[src/hdl/ffn_pkg.sv]
`default_nettype none

package ffn_pkg;

    ////////////////////////////////////////////////////////////////////////////
    // widths and dimensions
    ////////////////////////////////////////////////////////////////////////////

    localparam int DATA_W  = 8;
    localparam int ACC_W   = 2 * DATA_W;

    // model and feed-forward vector lengths
    localparam int X_DIM   = 4;
    localparam int XFF_DIM = 8;
    localparam int VEC_MAX = (X_DIM > XFF_DIM) ? X_DIM : XFF_DIM;

    // weights per layer, row-major with one weight per word
    localparam int LIN_DEPTH = X_DIM * X_DIM;
    localparam int FF1_DEPTH = XFF_DIM * X_DIM;
    localparam int FF2_DEPTH = X_DIM * XFF_DIM;

    localparam int W_ADDR_W = $clog2((LIN_DEPTH > FF1_DEPTH) ?
        ((LIN_DEPTH > FF2_DEPTH) ? LIN_DEPTH : FF2_DEPTH) :
        ((FF1_DEPTH > FF2_DEPTH) ? FF1_DEPTH : FF2_DEPTH));
    localparam int IDX_W    = $clog2(VEC_MAX);

    ////////////////////////////////////////////////////////////////////////////
    // host memory select codes
    ////////////////////////////////////////////////////////////////////////////

    localparam int SEL_W = 3;
    localparam logic [SEL_W-1:0] MEM_SEL_LIN = 3'd3;
    localparam logic [SEL_W-1:0] MEM_SEL_FF1 = 3'd4;
    localparam logic [SEL_W-1:0] MEM_SEL_FF2 = 3'd5;

    typedef logic signed [DATA_W-1:0] data_t;
    typedef logic signed [ACC_W-1:0]  acc_t;

    typedef enum logic [1:0] {
        LAYER_LIN,
        LAYER_FF1,
        LAYER_FF2
    } layer_e;

endpackage

`default_nettype wire

[src/hdl/mac_if.sv]
`default_nettype none

interface mac_if;

    // operand beat, aligned with the weight read data
    logic           op_valid;
    logic           op_first;
    logic           op_last;
    ffn_pkg::data_t weight;
    ffn_pkg::data_t act;
    ffn_pkg::data_t residual;

    // one truncated element per row
    logic           res_valid;
    ffn_pkg::data_t result;

    modport seq   (output op_valid, op_first, op_last, input res_valid);

    modport unit  (
        input  op_valid, op_first, op_last, weight, act, residual,
        output res_valid, result
    );

    modport store (output act, residual, input res_valid, result);

endinterface

`default_nettype wire

[src/hdl/weight_bank_if.sv]
`default_nettype none

interface weight_bank_if;

    logic                            rd_en;
    ffn_pkg::layer_e                 layer;
    logic [ffn_pkg::W_ADDR_W-1:0]    addr;
    // valid one cycle after rd_en
    ffn_pkg::data_t                  rdata;

    modport seq (
        output rd_en, layer, addr,
        input  rdata
    );

    modport bank (
        input  rd_en, layer, addr,
        output rdata
    );

endinterface

`default_nettype wire

[src/hdl/ffn_block.sv]
`default_nettype none

module ffn_block (
    input  wire logic                                      clk,
    input  wire logic                                      rst,
    input  wire logic                                      start,
    input  wire logic [ffn_pkg::X_DIM*ffn_pkg::DATA_W-1:0] x_in,
    input  wire logic [ffn_pkg::X_DIM*ffn_pkg::DATA_W-1:0] res_in,
    input  wire logic [ffn_pkg::SEL_W-1:0]                 mem_sel,
    input  wire logic                                      mem_wr,
    input  wire logic [ffn_pkg::W_ADDR_W-1:0]              mem_addr,
    input  wire ffn_pkg::data_t                            mem_data,
    output logic [ffn_pkg::X_DIM*ffn_pkg::DATA_W-1:0]      data_out,
    output logic                                           output_rdy,
    input  wire logic                                      output_ack,
    output logic                                           done
);

    weight_bank_if wb_bus ();
    mac_if         mac_bus ();

    logic                      host_wr;
    logic                      load;
    ffn_pkg::layer_e           layer;
    logic [ffn_pkg::IDX_W-1:0] col, row, wr_row;
    logic                      layer_end;

    // host writes only land while the block is idle
    assign host_wr        = mem_wr & done;
    assign mac_bus.weight = wb_bus.rdata;

    weight_bank u_bank (
        .clk       (clk),
        .rst       (rst),
        .host_wr   (host_wr),
        .host_sel  (mem_sel),
        .host_addr (mem_addr),
        .host_data (mem_data),
        .rd        (wb_bus.bank)
    );

    mac_unit u_mac (
        .clk (clk),
        .rst (rst),
        .mac (mac_bus.unit)
    );

    vector_store u_store (
        .clk        (clk),
        .rst        (rst),
        .load       (load),
        .x_in       (x_in),
        .res_in     (res_in),
        .layer      (layer),
        .col        (col),
        .row        (row),
        .mac        (mac_bus.store),
        .wr_row     (wr_row),
        .layer_end  (layer_end),
        .result_vec (data_out)
    );

    ffn_sequencer u_seq (
        .clk        (clk),
        .rst        (rst),
        .start      (start),
        .output_ack (output_ack),
        .rd         (wb_bus.seq),
        .mac        (mac_bus.seq),
        .load       (load),
        .layer      (layer),
        .col        (col),
        .row        (row),
        .wr_row     (wr_row),
        .layer_end  (layer_end),
        .output_rdy (output_rdy),
        .done       (done)
    );

endmodule

`default_nettype wire

[src/hdl/ffn_sequencer.sv]
`default_nettype none

module ffn_sequencer (
    input  wire logic                      clk,
    input  wire logic                      rst,
    input  wire logic                      start,
    input  wire logic                      output_ack,
    weight_bank_if.seq                     rd,
    mac_if.seq                             mac,
    output logic                           load,
    output ffn_pkg::layer_e                layer,
    output logic [ffn_pkg::IDX_W-1:0]      col,
    output logic [ffn_pkg::IDX_W-1:0]      row,
    output logic [ffn_pkg::IDX_W-1:0]      wr_row,
    output logic                           layer_end,
    output logic                           output_rdy,
    output logic                           done
);

    typedef enum logic [1:0] {S_IDLE, S_RUN, S_DRAIN, S_HOLD} state_t;

    state_t                        state;
    logic [ffn_pkg::IDX_W-1:0]     col_cnt, row_cnt;
    logic [ffn_pkg::W_ADDR_W-1:0]  ncols, nrows;
    logic                          last_col, last_row, issue;

    // matrix shape of the current layer
    always_comb begin
        case (layer)
            ffn_pkg::LAYER_LIN: begin
                ncols = ffn_pkg::W_ADDR_W'(ffn_pkg::X_DIM);
                nrows = ffn_pkg::W_ADDR_W'(ffn_pkg::X_DIM);
            end
            ffn_pkg::LAYER_FF1: begin
                ncols = ffn_pkg::W_ADDR_W'(ffn_pkg::X_DIM);
                nrows = ffn_pkg::W_ADDR_W'(ffn_pkg::XFF_DIM);
            end
            default: begin
                ncols = ffn_pkg::W_ADDR_W'(ffn_pkg::XFF_DIM);
                nrows = ffn_pkg::W_ADDR_W'(ffn_pkg::X_DIM);
            end
        endcase
    end

    assign last_col = (col_cnt == ffn_pkg::IDX_W'(ncols - 1'b1));
    assign last_row = (row_cnt == ffn_pkg::IDX_W'(nrows - 1'b1));
    assign issue    = (state == S_RUN);
    assign load     = (state == S_IDLE) && start;

    // one weight read per cycle, row-major address
    assign rd.rd_en = issue;
    assign rd.layer = layer;
    assign rd.addr  = ffn_pkg::W_ADDR_W'(row_cnt) * ncols + ffn_pkg::W_ADDR_W'(col_cnt);

    ////////////////////////////////////////////////////////////////////////////
    // layer, row and column control
    ////////////////////////////////////////////////////////////////////////////

    always_ff @(posedge clk or posedge rst) begin
        if (rst) begin
            state      <= S_IDLE;
            layer      <= ffn_pkg::LAYER_LIN;
            col_cnt    <= '0;
            row_cnt    <= '0;
            layer_end  <= 1'b0;
            output_rdy <= 1'b0;
            done       <= 1'b1;
        end else begin
            layer_end <= 1'b0;
            case (state)
                S_IDLE: begin
                    if (start) begin
                        state   <= S_RUN;
                        layer   <= ffn_pkg::LAYER_LIN;
                        col_cnt <= '0;
                        row_cnt <= '0;
                        done    <= 1'b0;
                    end
                end
                S_RUN: begin
                    if (last_col) begin
                        col_cnt <= '0;
                        row_cnt <= last_row ? '0 : row_cnt + 1'b1;
                        if (last_row) begin
                            state <= S_DRAIN;
                        end
                    end else begin
                        col_cnt <= col_cnt + 1'b1;
                    end
                end
                S_DRAIN: begin
                    // last row lands in the buffer before the vectors swap
                    if (layer_end) begin
                        if (layer == ffn_pkg::LAYER_FF2) begin
                            state      <= S_HOLD;
                            output_rdy <= 1'b1;
                            done       <= 1'b1;
                        end else begin
                            state <= S_RUN;
                            layer <= (layer == ffn_pkg::LAYER_LIN) ?
                                     ffn_pkg::LAYER_FF1 : ffn_pkg::LAYER_FF2;
                        end
                    end else if (mac.res_valid) begin
                        layer_end <= 1'b1;
                    end
                end
                default: begin
                    if (output_ack) begin
                        output_rdy <= 1'b0;
                        state      <= S_IDLE;
                    end
                end
            endcase
        end
    end

    // delay line matching the one-cycle read latency
    always_ff @(posedge clk or posedge rst) begin
        if (rst) begin
            mac.op_valid <= 1'b0;
            mac.op_first <= 1'b0;
            mac.op_last  <= 1'b0;
            col          <= '0;
            row          <= '0;
            wr_row       <= '0;
        end else begin
            mac.op_valid <= issue;
            mac.op_first <= issue && (col_cnt == '0);
            mac.op_last  <= issue && last_col;
            col          <= col_cnt;
            row          <= row_cnt;
            wr_row       <= row;
        end
    end

endmodule

`default_nettype wire

[src/hdl/mac_unit.sv]
`default_nettype none

module mac_unit (
    input  wire logic clk,
    input  wire logic rst,
    mac_if.unit       mac
);

    ffn_pkg::acc_t acc;
    ffn_pkg::acc_t product;
    ffn_pkg::acc_t sum;
    ffn_pkg::acc_t total;

    // both operands sign-extended first, so the product is exact in ACC_W bits
    always_comb begin
        product = ffn_pkg::acc_t'(mac.weight) * ffn_pkg::acc_t'(mac.act);
        sum     = (mac.op_first ? ffn_pkg::acc_t'(0) : acc) + product;
        total   = sum + ffn_pkg::acc_t'(mac.residual);
    end

    always_ff @(posedge clk or posedge rst) begin
        if (rst) begin
            mac.res_valid <= 1'b0;
        end else begin
            mac.res_valid <= mac.op_valid && mac.op_last;
        end
    end

    ////////////////////////////////////////////////////////////////////////////
    // accumulate, then keep the upper half of the wrapped sum
    ////////////////////////////////////////////////////////////////////////////

    always_ff @(posedge clk) begin
        if (mac.op_valid) begin
            acc <= sum;
            if (mac.op_last) begin
                mac.result <= total[ffn_pkg::ACC_W-1 -: ffn_pkg::DATA_W];
            end
        end
    end

endmodule

`default_nettype wire

[src/hdl/vector_store.sv]
`default_nettype none

module vector_store (
    input  wire logic                                     clk,
    input  wire logic                                     rst,
    input  wire logic                                     load,
    input  wire logic [ffn_pkg::X_DIM*ffn_pkg::DATA_W-1:0] x_in,
    input  wire logic [ffn_pkg::X_DIM*ffn_pkg::DATA_W-1:0] res_in,
    input  wire ffn_pkg::layer_e                          layer,
    input  wire logic [ffn_pkg::IDX_W-1:0]                col,
    input  wire logic [ffn_pkg::IDX_W-1:0]                row,
    mac_if.store                                          mac,
    input  wire logic [ffn_pkg::IDX_W-1:0]                wr_row,
    input  wire logic                                     layer_end,
    output logic [ffn_pkg::X_DIM*ffn_pkg::DATA_W-1:0]     result_vec
);

    ffn_pkg::data_t act_vec [ffn_pkg::VEC_MAX];
    ffn_pkg::data_t res_vec [ffn_pkg::VEC_MAX];
    ffn_pkg::data_t res_buf [ffn_pkg::VEC_MAX];

    // operand lookup, no residual in the middle layer
    assign mac.act      = act_vec[col];
    assign mac.residual = (layer == ffn_pkg::LAYER_FF1) ? ffn_pkg::data_t'(0) : res_vec[row];

    ////////////////////////////////////////////////////////////////////////////
    // activation and residual vectors
    ////////////////////////////////////////////////////////////////////////////

    always_ff @(posedge clk) begin
        if (load) begin
            for (int i = 0; i < ffn_pkg::X_DIM; i++) begin
                act_vec[i] <= x_in[i*ffn_pkg::DATA_W +: ffn_pkg::DATA_W];
                res_vec[i] <= res_in[i*ffn_pkg::DATA_W +: ffn_pkg::DATA_W];
            end
            for (int i = ffn_pkg::X_DIM; i < ffn_pkg::VEC_MAX; i++) begin
                act_vec[i] <= '0;
                res_vec[i] <= '0;
            end
        end else if (layer_end) begin
            act_vec <= res_buf;
            // linear result becomes the FF2 residual
            if (layer == ffn_pkg::LAYER_LIN) begin
                res_vec <= res_buf;
            end
        end
    end

    ////////////////////////////////////////////////////////////////////////////
    // result buffer, one element per finished row
    ////////////////////////////////////////////////////////////////////////////

    always_ff @(posedge clk or posedge rst) begin
        if (rst) begin
            for (int i = 0; i < ffn_pkg::VEC_MAX; i++) begin
                res_buf[i] <= '0;
            end
        end else if (mac.res_valid) begin
            res_buf[wr_row] <= mac.result;
        end
    end

    always_comb begin
        for (int i = 0; i < ffn_pkg::X_DIM; i++) begin
            result_vec[i*ffn_pkg::DATA_W +: ffn_pkg::DATA_W] = res_buf[i];
        end
    end

endmodule

`default_nettype wire

[src/hdl/weight_bank.sv]
`default_nettype none

module weight_bank (
    input  wire logic                          clk,
    input  wire logic                          rst,
    input  wire logic                          host_wr,
    input  wire logic [ffn_pkg::SEL_W-1:0]     host_sel,
    input  wire logic [ffn_pkg::W_ADDR_W-1:0]  host_addr,
    input  wire ffn_pkg::data_t                host_data,
    weight_bank_if.bank                        rd
);

    logic            wr_lin, wr_ff1, wr_ff2;
    logic            rd_lin, rd_ff1, rd_ff2;
    ffn_pkg::data_t  q_lin, q_ff1, q_ff2;
    ffn_pkg::layer_e layer_q;

    // host select decode, unknown codes write nothing
    always_comb begin
        wr_lin = 1'b0;
        wr_ff1 = 1'b0;
        wr_ff2 = 1'b0;
        if (host_wr) begin
            case (host_sel)
                ffn_pkg::MEM_SEL_LIN: wr_lin = 1'b1;
                ffn_pkg::MEM_SEL_FF1: wr_ff1 = 1'b1;
                ffn_pkg::MEM_SEL_FF2: wr_ff2 = 1'b1;
                default: ;
            endcase
        end
    end

    assign rd_lin = rd.rd_en && (rd.layer == ffn_pkg::LAYER_LIN);
    assign rd_ff1 = rd.rd_en && (rd.layer == ffn_pkg::LAYER_FF1);
    assign rd_ff2 = rd.rd_en && (rd.layer == ffn_pkg::LAYER_FF2);

    // remember which RAM answers on the next cycle
    always_ff @(posedge clk or posedge rst) begin
        if (rst) begin
            layer_q <= ffn_pkg::LAYER_LIN;
        end else if (rd.rd_en) begin
            layer_q <= rd.layer;
        end
    end

    always_comb begin
        case (layer_q)
            ffn_pkg::LAYER_LIN: rd.rdata = q_lin;
            ffn_pkg::LAYER_FF1: rd.rdata = q_ff1;
            default:            rd.rdata = q_ff2;
        endcase
    end

    weight_ram #(.DEPTH(ffn_pkg::LIN_DEPTH)) u_ram_lin (
        .clk     (clk),
        .wr      (wr_lin),
        .wr_addr (host_addr[$clog2(ffn_pkg::LIN_DEPTH)-1:0]),
        .wr_data (host_data),
        .rd_en   (rd_lin),
        .rd_addr (rd.addr[$clog2(ffn_pkg::LIN_DEPTH)-1:0]),
        .rd_data (q_lin)
    );

    weight_ram #(.DEPTH(ffn_pkg::FF1_DEPTH)) u_ram_ff1 (
        .clk     (clk),
        .wr      (wr_ff1),
        .wr_addr (host_addr[$clog2(ffn_pkg::FF1_DEPTH)-1:0]),
        .wr_data (host_data),
        .rd_en   (rd_ff1),
        .rd_addr (rd.addr[$clog2(ffn_pkg::FF1_DEPTH)-1:0]),
        .rd_data (q_ff1)
    );

    weight_ram #(.DEPTH(ffn_pkg::FF2_DEPTH)) u_ram_ff2 (
        .clk     (clk),
        .wr      (wr_ff2),
        .wr_addr (host_addr[$clog2(ffn_pkg::FF2_DEPTH)-1:0]),
        .wr_data (host_data),
        .rd_en   (rd_ff2),
        .rd_addr (rd.addr[$clog2(ffn_pkg::FF2_DEPTH)-1:0]),
        .rd_data (q_ff2)
    );

endmodule

`default_nettype wire

[src/hdl/weight_ram.sv]
`default_nettype none

module weight_ram #(
    parameter int DEPTH = 16
) (
    input  wire logic                     clk,
    input  wire logic                     wr,
    input  wire logic [$clog2(DEPTH)-1:0] wr_addr,
    input  wire ffn_pkg::data_t           wr_data,
    input  wire logic                     rd_en,
    input  wire logic [$clog2(DEPTH)-1:0] rd_addr,
    output ffn_pkg::data_t                rd_data
);

    ffn_pkg::data_t mem [DEPTH];

    always_ff @(posedge clk) begin
        if (wr) begin
            mem[wr_addr] <= wr_data;
        end
        // output keeps the last word read
        if (rd_en) begin
            rd_data <= mem[rd_addr];
        end
    end

endmodule

`default_nettype wire

[config.mk]
export PLATFORM = sky130hd
export DESIGN_NAME = ffn_block
export DESIGN_NICKNAME = d
export VERILOG_FILES = /design/src/hdl/ffn_pkg.sv /design/src/hdl/mac_if.sv /design/src/hdl/weight_bank_if.sv /design/src/hdl/ffn_block.sv /design/src/hdl/ffn_sequencer.sv /design/src/hdl/mac_unit.sv /design/src/hdl/vector_store.sv /design/src/hdl/weight_bank.sv /design/src/hdl/weight_ram.sv
export SDC_FILE = /design/constraint.sdc
export NUM_CORES = 1
export LEC_CHECK = 0
export BUFFER_PORTS_ARGS = -buffer_cell sky130_fd_sc_hd__buf_2
export CORE_MARGIN = 1.5
export CORE_UTILIZATION = 50
export CTS_BUF_LIST = sky130_fd_sc_hd__clkbuf_2 sky130_fd_sc_hd__clkbuf_4 sky130_fd_sc_hd__clkbuf_8
export CTS_CLUSTER_DIAMETER = 100
export DETAILED_ROUTE_END_ITERATION = 8
export GPL_ROUTABILITY_DRIVEN = 0
export PLACE_DENSITY = 0.69
export RECOVER_POWER = 100
export SYNTH_ARGS = -nofsm -noshare
export SYNTH_HDL_FRONTEND = slang
export SYNTH_SLANG_ARGS = --single-unit
[constraint.sdc]
create_clock -name clk -period 6.9 [get_ports clk]
set_clock_uncertainty 0.15 [all_clocks]
set_input_delay 0.69 -clock clk [delete_from_list [all_inputs] [get_ports clk]]
set_output_delay 0.69 -clock clk [all_outputs]
set_load 0.1 [all_outputs]
==> metrics.txt <==
# TYPE chip_impl_metric gauge
chip_impl_metric{name="fin_crit",unit="ns"} 6.644
chip_impl_metric{name="floorplan.die.height",unit="um"} 284.3
chip_impl_metric{name="synth-seq-cells",unit=""} 908
chip_impl_metric{name="die_w",unit="um"} 284.3
chip_impl_metric{name="drt.antenna.violating_nets",unit=""} 0
chip_impl_info{name="post_synth_main_area_contributors",value="sky130_fd_sc_hd__edfxtp_1 (57%), sky130_fd_sc_hd__mux4_2 (11%), sky130_fd_sc_hd__dfrtp_1 (5.8%)"} 1
chip_impl_metric{name="maxCapViolCount",unit=""} 17
chip_impl_metric{name="placed_area",unit="um2"} 41140
chip_impl_metric{name="areaGrowthSynthToFinish",unit="%"} 12.95
chip_impl_info{name="worstHoldPathType",value="primary input to flip-flop"} 1
chip_impl_metric{name="cts_made_buffers",unit=""} 148
chip_impl_metric{name="drtPass1Iterations",unit=""} 6
chip_impl_metric{name="arrival",unit="ns"} 7.02
chip_impl_metric{name="port_buffers",unit=""} 118
chip_impl_metric{name="syn_area",unit="um2"} 39560
chip_impl_info{name="status",value="complete, but fails checks"} 1
chip_impl_metric{name="cts_buffer_depth",unit=""} 3
chip_impl_metric{name="grt_antenna_before_repair",unit=""} 8
chip_impl_metric{name="drc",unit=""} 0
chip_impl_metric{name="route.detailed.vias_per_inst",unit=""} 5.858
chip_impl_metric{name="drt-initial-drc-count",unit=""} 2220
chip_impl_metric{name="initial_utilization",unit="%"} 50.81
chip_impl_info{name="violated_checks",value="capacitance limit, slew limit"} 1
chip_impl_metric{name="grt_pass1_vias",unit=""} 21948
chip_impl_info{name="critPathCaptureType",value="flip-flop"} 1
chip_impl_metric{name="synth-async-reset-ratio",unit="%"} 10.13
chip_impl_metric{name="clock_sinks",unit=""} 908
chip_impl_info{name="tritoncts",value="built"} 1
chip_impl_info{name="synth_top_cell_by_area",value="sky130_fd_sc_hd__edfxtp_1"} 1
chip_impl_info{name="worst_setup_path_start_kind",value="flip-flop"} 1
chip_impl_metric{name="syn_nets",unit=""} 2525
chip_impl_metric{name="final-setup-viol-count",unit=""} 0
chip_impl_info{name="clock_tree.root_cell",value="sky130_fd_sc_hd__clkbuf_8"} 1
chip_impl_metric{name="timing.fmax",unit="MHz"} 150.5
chip_impl_metric{name="grt_usage",unit="%"} 22.77
chip_impl_metric{name="post-route-period-util",unit="%"} 96.28
chip_impl_info{name="worstSetupPathType",value="flip-flop to flip-flop"} 1
chip_impl_metric{name="timing_hold_violations_final",unit=""} 0
chip_impl_metric{name="yosysSeqAreaShare",unit="%"} 66.14
chip_impl_info{name="postSynth.topFlopCell",value="sky130_fd_sc_hd__edfxtp_1"} 1
chip_impl_metric{name="synth_cell_types",unit=""} 58
chip_impl_metric{name="design.final.nets",unit=""} 2743
chip_impl_metric{name="synth_top_cell_area_share",unit="%"} 57.08
chip_impl_metric{name="syn_inst",unit=""} 2313
chip_impl_metric{name="num_rows",unit=""} 102
chip_impl_metric{name="synth_edf_count",unit=""} 752
chip_impl_info{name="synth_most_common_cell",value="sky130_fd_sc_hd__edfxtp_1"} 1
chip_impl_metric{name="syn-mean-instance-area",unit="um2"} 17.10
chip_impl_metric{name="crit_fanout",unit=""} 7
chip_impl_metric{name="clkSlewWorstSetupHoldPaths",unit="ns"} 0.06
chip_impl_metric{name="global_route.overflow_total",unit=""} 0
chip_impl_metric{name="worstMarginPinSlew",unit="ns"} 4.830
chip_impl_metric{name="clk_latency",unit="ns"} 0.81
chip_impl_info{name="critical_path.most_common_cell",value="sky130_fd_sc_hd__fa_1"} 1
chip_impl_metric{name="layout-drive-gt1-share",unit="%"} 27.94
chip_impl_metric{name="routed_wire_per_std_cell",unit="um"} 24.94
chip_impl_metric{name="cts_htree_levels",unit=""} 4
chip_impl_metric{name="number_of_cell_instances_on_the_worst_register_to_register_path",unit=""} 27
chip_impl_metric{name="post-route-cell-area",unit="um2"} 44680
chip_impl_metric{name="dpl.hpwl",unit="mm"} 58.68
chip_impl_metric{name="required",unit="ns"} 7.28
chip_impl_metric{name="min_path_cells",unit=""} 2
chip_impl_metric{name="boundaryPins",unit=""} 119
chip_impl_metric{name="coreArea",unit="um2"} 77850
chip_impl_metric{name="relSlewSlack",unit="%"} -225.4
chip_impl_metric{name="final-max-slew-violation-count",unit=""} 976
chip_impl_info{name="synth_top_cells_by_count",value="sky130_fd_sc_hd__edfxtp_1 (752), sky130_fd_sc_hd__mux4_2 (200), sky130_fd_sc_hd__nand2_1 (196)"} 1
chip_impl_metric{name="grt_start_max_net_pins",unit=""} 111
chip_impl_metric{name="final.hold.worst_slack",unit="ns"} 0.06338
chip_impl_metric{name="fp.dieArea",unit="um2"} 80820
chip_impl_metric{name="yosys_warnings",unit=""} 0
chip_impl_metric{name="num_vias",unit=""} 21552
chip_impl_metric{name="grt_pass1_wl",unit="mm"} 136.3
chip_impl_metric{name="drt-total-wl",unit="mm"} 91.77
chip_impl_metric{name="worst_path_largest_cell_delay",unit="ns"} 0.52
chip_impl_info{name="slowest_stage",value="sky130_fd_sc_hd__fa_1"} 1
[layer usage]
layer | share of wire (%) | GRT usage (%)
met5 | 0.024 | 0
met4 | 2.3 | 6.875
met3 | 7.8 | 5.714
met2 | 48 | 35.60
met1 | 42 | 31.79
[registers in the layout (all words and copies together) (netlist names), 8 cells and up]
register and flops:
u_bank.u_ram_ff1.rd_data 8, u_bank.u_ram_ff2.rd_data 8, u_store.res_vec 64, u_bank.u_ram_lin.rd_data 8, u_store.res_buf 32, u_bank.u_ram_lin.mem 128
u_store.result_vec 32, u_bank.u_ram_ff2.mem 256, u_store.act_vec 64, u_bank.u_ram_ff1.mem 256, u_mac.acc 16, u_mac.mac.result 8
[worst max-delay path: cells and delay by family (launching register included)]
| family | cells | cell delay (ns) |
|---|---|---|
| muxes | 2 | 0.80 |
| xor gates and xnor gates | 2 | 0.20 |
| and+or+nand+nor | 4 | 0.38 |
| AOI/OAI and AO/OA | 5 | 1.07 |
| DFF | 1 | 0.37 |
| buffers and inverters | 7 | 0.74 |
| adders and majority gates | 7 | 2.66 |
[stage by stage]
step | setup TNS, ns | instances | setup WS (ns) | utilization (%)
after floorplan | 0 | 2313 | 0.09080 | -
after global placement | 0 | 3373 | 0.02692 | 52.85
after detailed placement | -0.07802 | 3373 | -0.07802 | 52.85
after CTS | 0 | 3664 | 0.01470 | 57.06
after global routing | -0.05953 | 3679 | -0.02230 | 57.39
final | 0 | 3679 | 0.2565 | 57.39
[cell families (layout without fill, tap and decap cells)]
| kind of cell | count (synthesis) | count (layout) | synth area share [%] |
|---|---|---|---|
| mux | 372 | 372 | 17.24 |
| compound gates | 170 | 170 | 2.714 |
| flops | 908 | 908 | 66.14 |
| other cells | 0 | 1 | 0 |
| fa+ha+maj | 127 | 127 | 5.364 |
| simple gates | 472 | 472 | 5.105 |
| xor+xnor | 30 | 30 | 0.6642 |
| buf+inv | 234 | 559 | 2.764 |
[layout by cell type (no fill, tap or decap), types with 6 or more instances in the layout]
cell type and count:
sky130_fd_sc_hd__clkinv_2 11, sky130_fd_sc_hd__dfrtp_1 89, sky130_fd_sc_hd__nand2b_1 19, sky130_fd_sc_hd__o21ai_0 52
sky130_fd_sc_hd__dfxtp_1 64, sky130_fd_sc_hd__clkbuf_8 156, sky130_fd_sc_hd__clkinv_1 25, sky130_fd_sc_hd__a21oi_1 45
sky130_fd_sc_hd__fa_1 71, sky130_fd_sc_hd__buf_2 116, sky130_fd_sc_hd__o21ai_2 6, sky130_fd_sc_hd__clkbuf_4 50
sky130_fd_sc_hd__mux4_1 30, sky130_fd_sc_hd__nor2b_1 22, sky130_fd_sc_hd__nand3_1 9, sky130_fd_sc_hd__nand2_1 196
sky130_fd_sc_hd__mux4_2 200, sky130_fd_sc_hd__inv_1 83, sky130_fd_sc_hd__edfxtp_1 752, sky130_fd_sc_hd__o21a_1 7
sky130_fd_sc_hd__nor3_1 9, sky130_fd_sc_hd__mux2i_1 51, sky130_fd_sc_hd__buf_4 42, sky130_fd_sc_hd__clkbuf_1 14
sky130_fd_sc_hd__dlygate4sd3_1 34, sky130_fd_sc_hd__inv_2 6, sky130_fd_sc_hd__nor2_1 179, sky130_fd_sc_hd__a22o_1 33
sky130_fd_sc_hd__xnor2_1 25, sky130_fd_sc_hd__mux2_2 84, sky130_fd_sc_hd__ha_1 50
[cell type report]
type                       instances  area (um2)
fill                            5833       33170
sequential                       908       26170
multi-input combinational       1171       12540
clock buffer                     205        2515
timing repair buffer             212        1391
tap                             1040        1301
clock inverter                    52       422.9
inverter                          90       339.1
antenna                            1       2.502
[final timing paths]
path                               startpoint             endpoint  slack, ns
setup / recovery                 u_seq.col[0]  u_mac.mac.result[5]       0.26
hold / removal                     res_in[20]  u_store.res_vec[44]       0.06
setup reg to reg                 u_seq.col[0]  u_mac.mac.result[5]       0.26
hold reg to reg            u_store.res_vec[7]   u_store.res_vec[7]       0.31
max in group asynchronous                 rst   u_store.res_buf[8]       2.42
min in group asynchronous                 rst  u_store.res_buf[22]       0.73
[what timing repair did]
item	CTS	global route
hold buffers	34	0
setup endpoints to repair	1	5
pin swaps	0	28
resized for setup	1	55
endpoints found under the hold margin	71	0
setup buffers	0	14
Power is left out: the tool's default activity adds up to more than one toggle a clock period on the data nets, which glitch-free logic cannot reach.
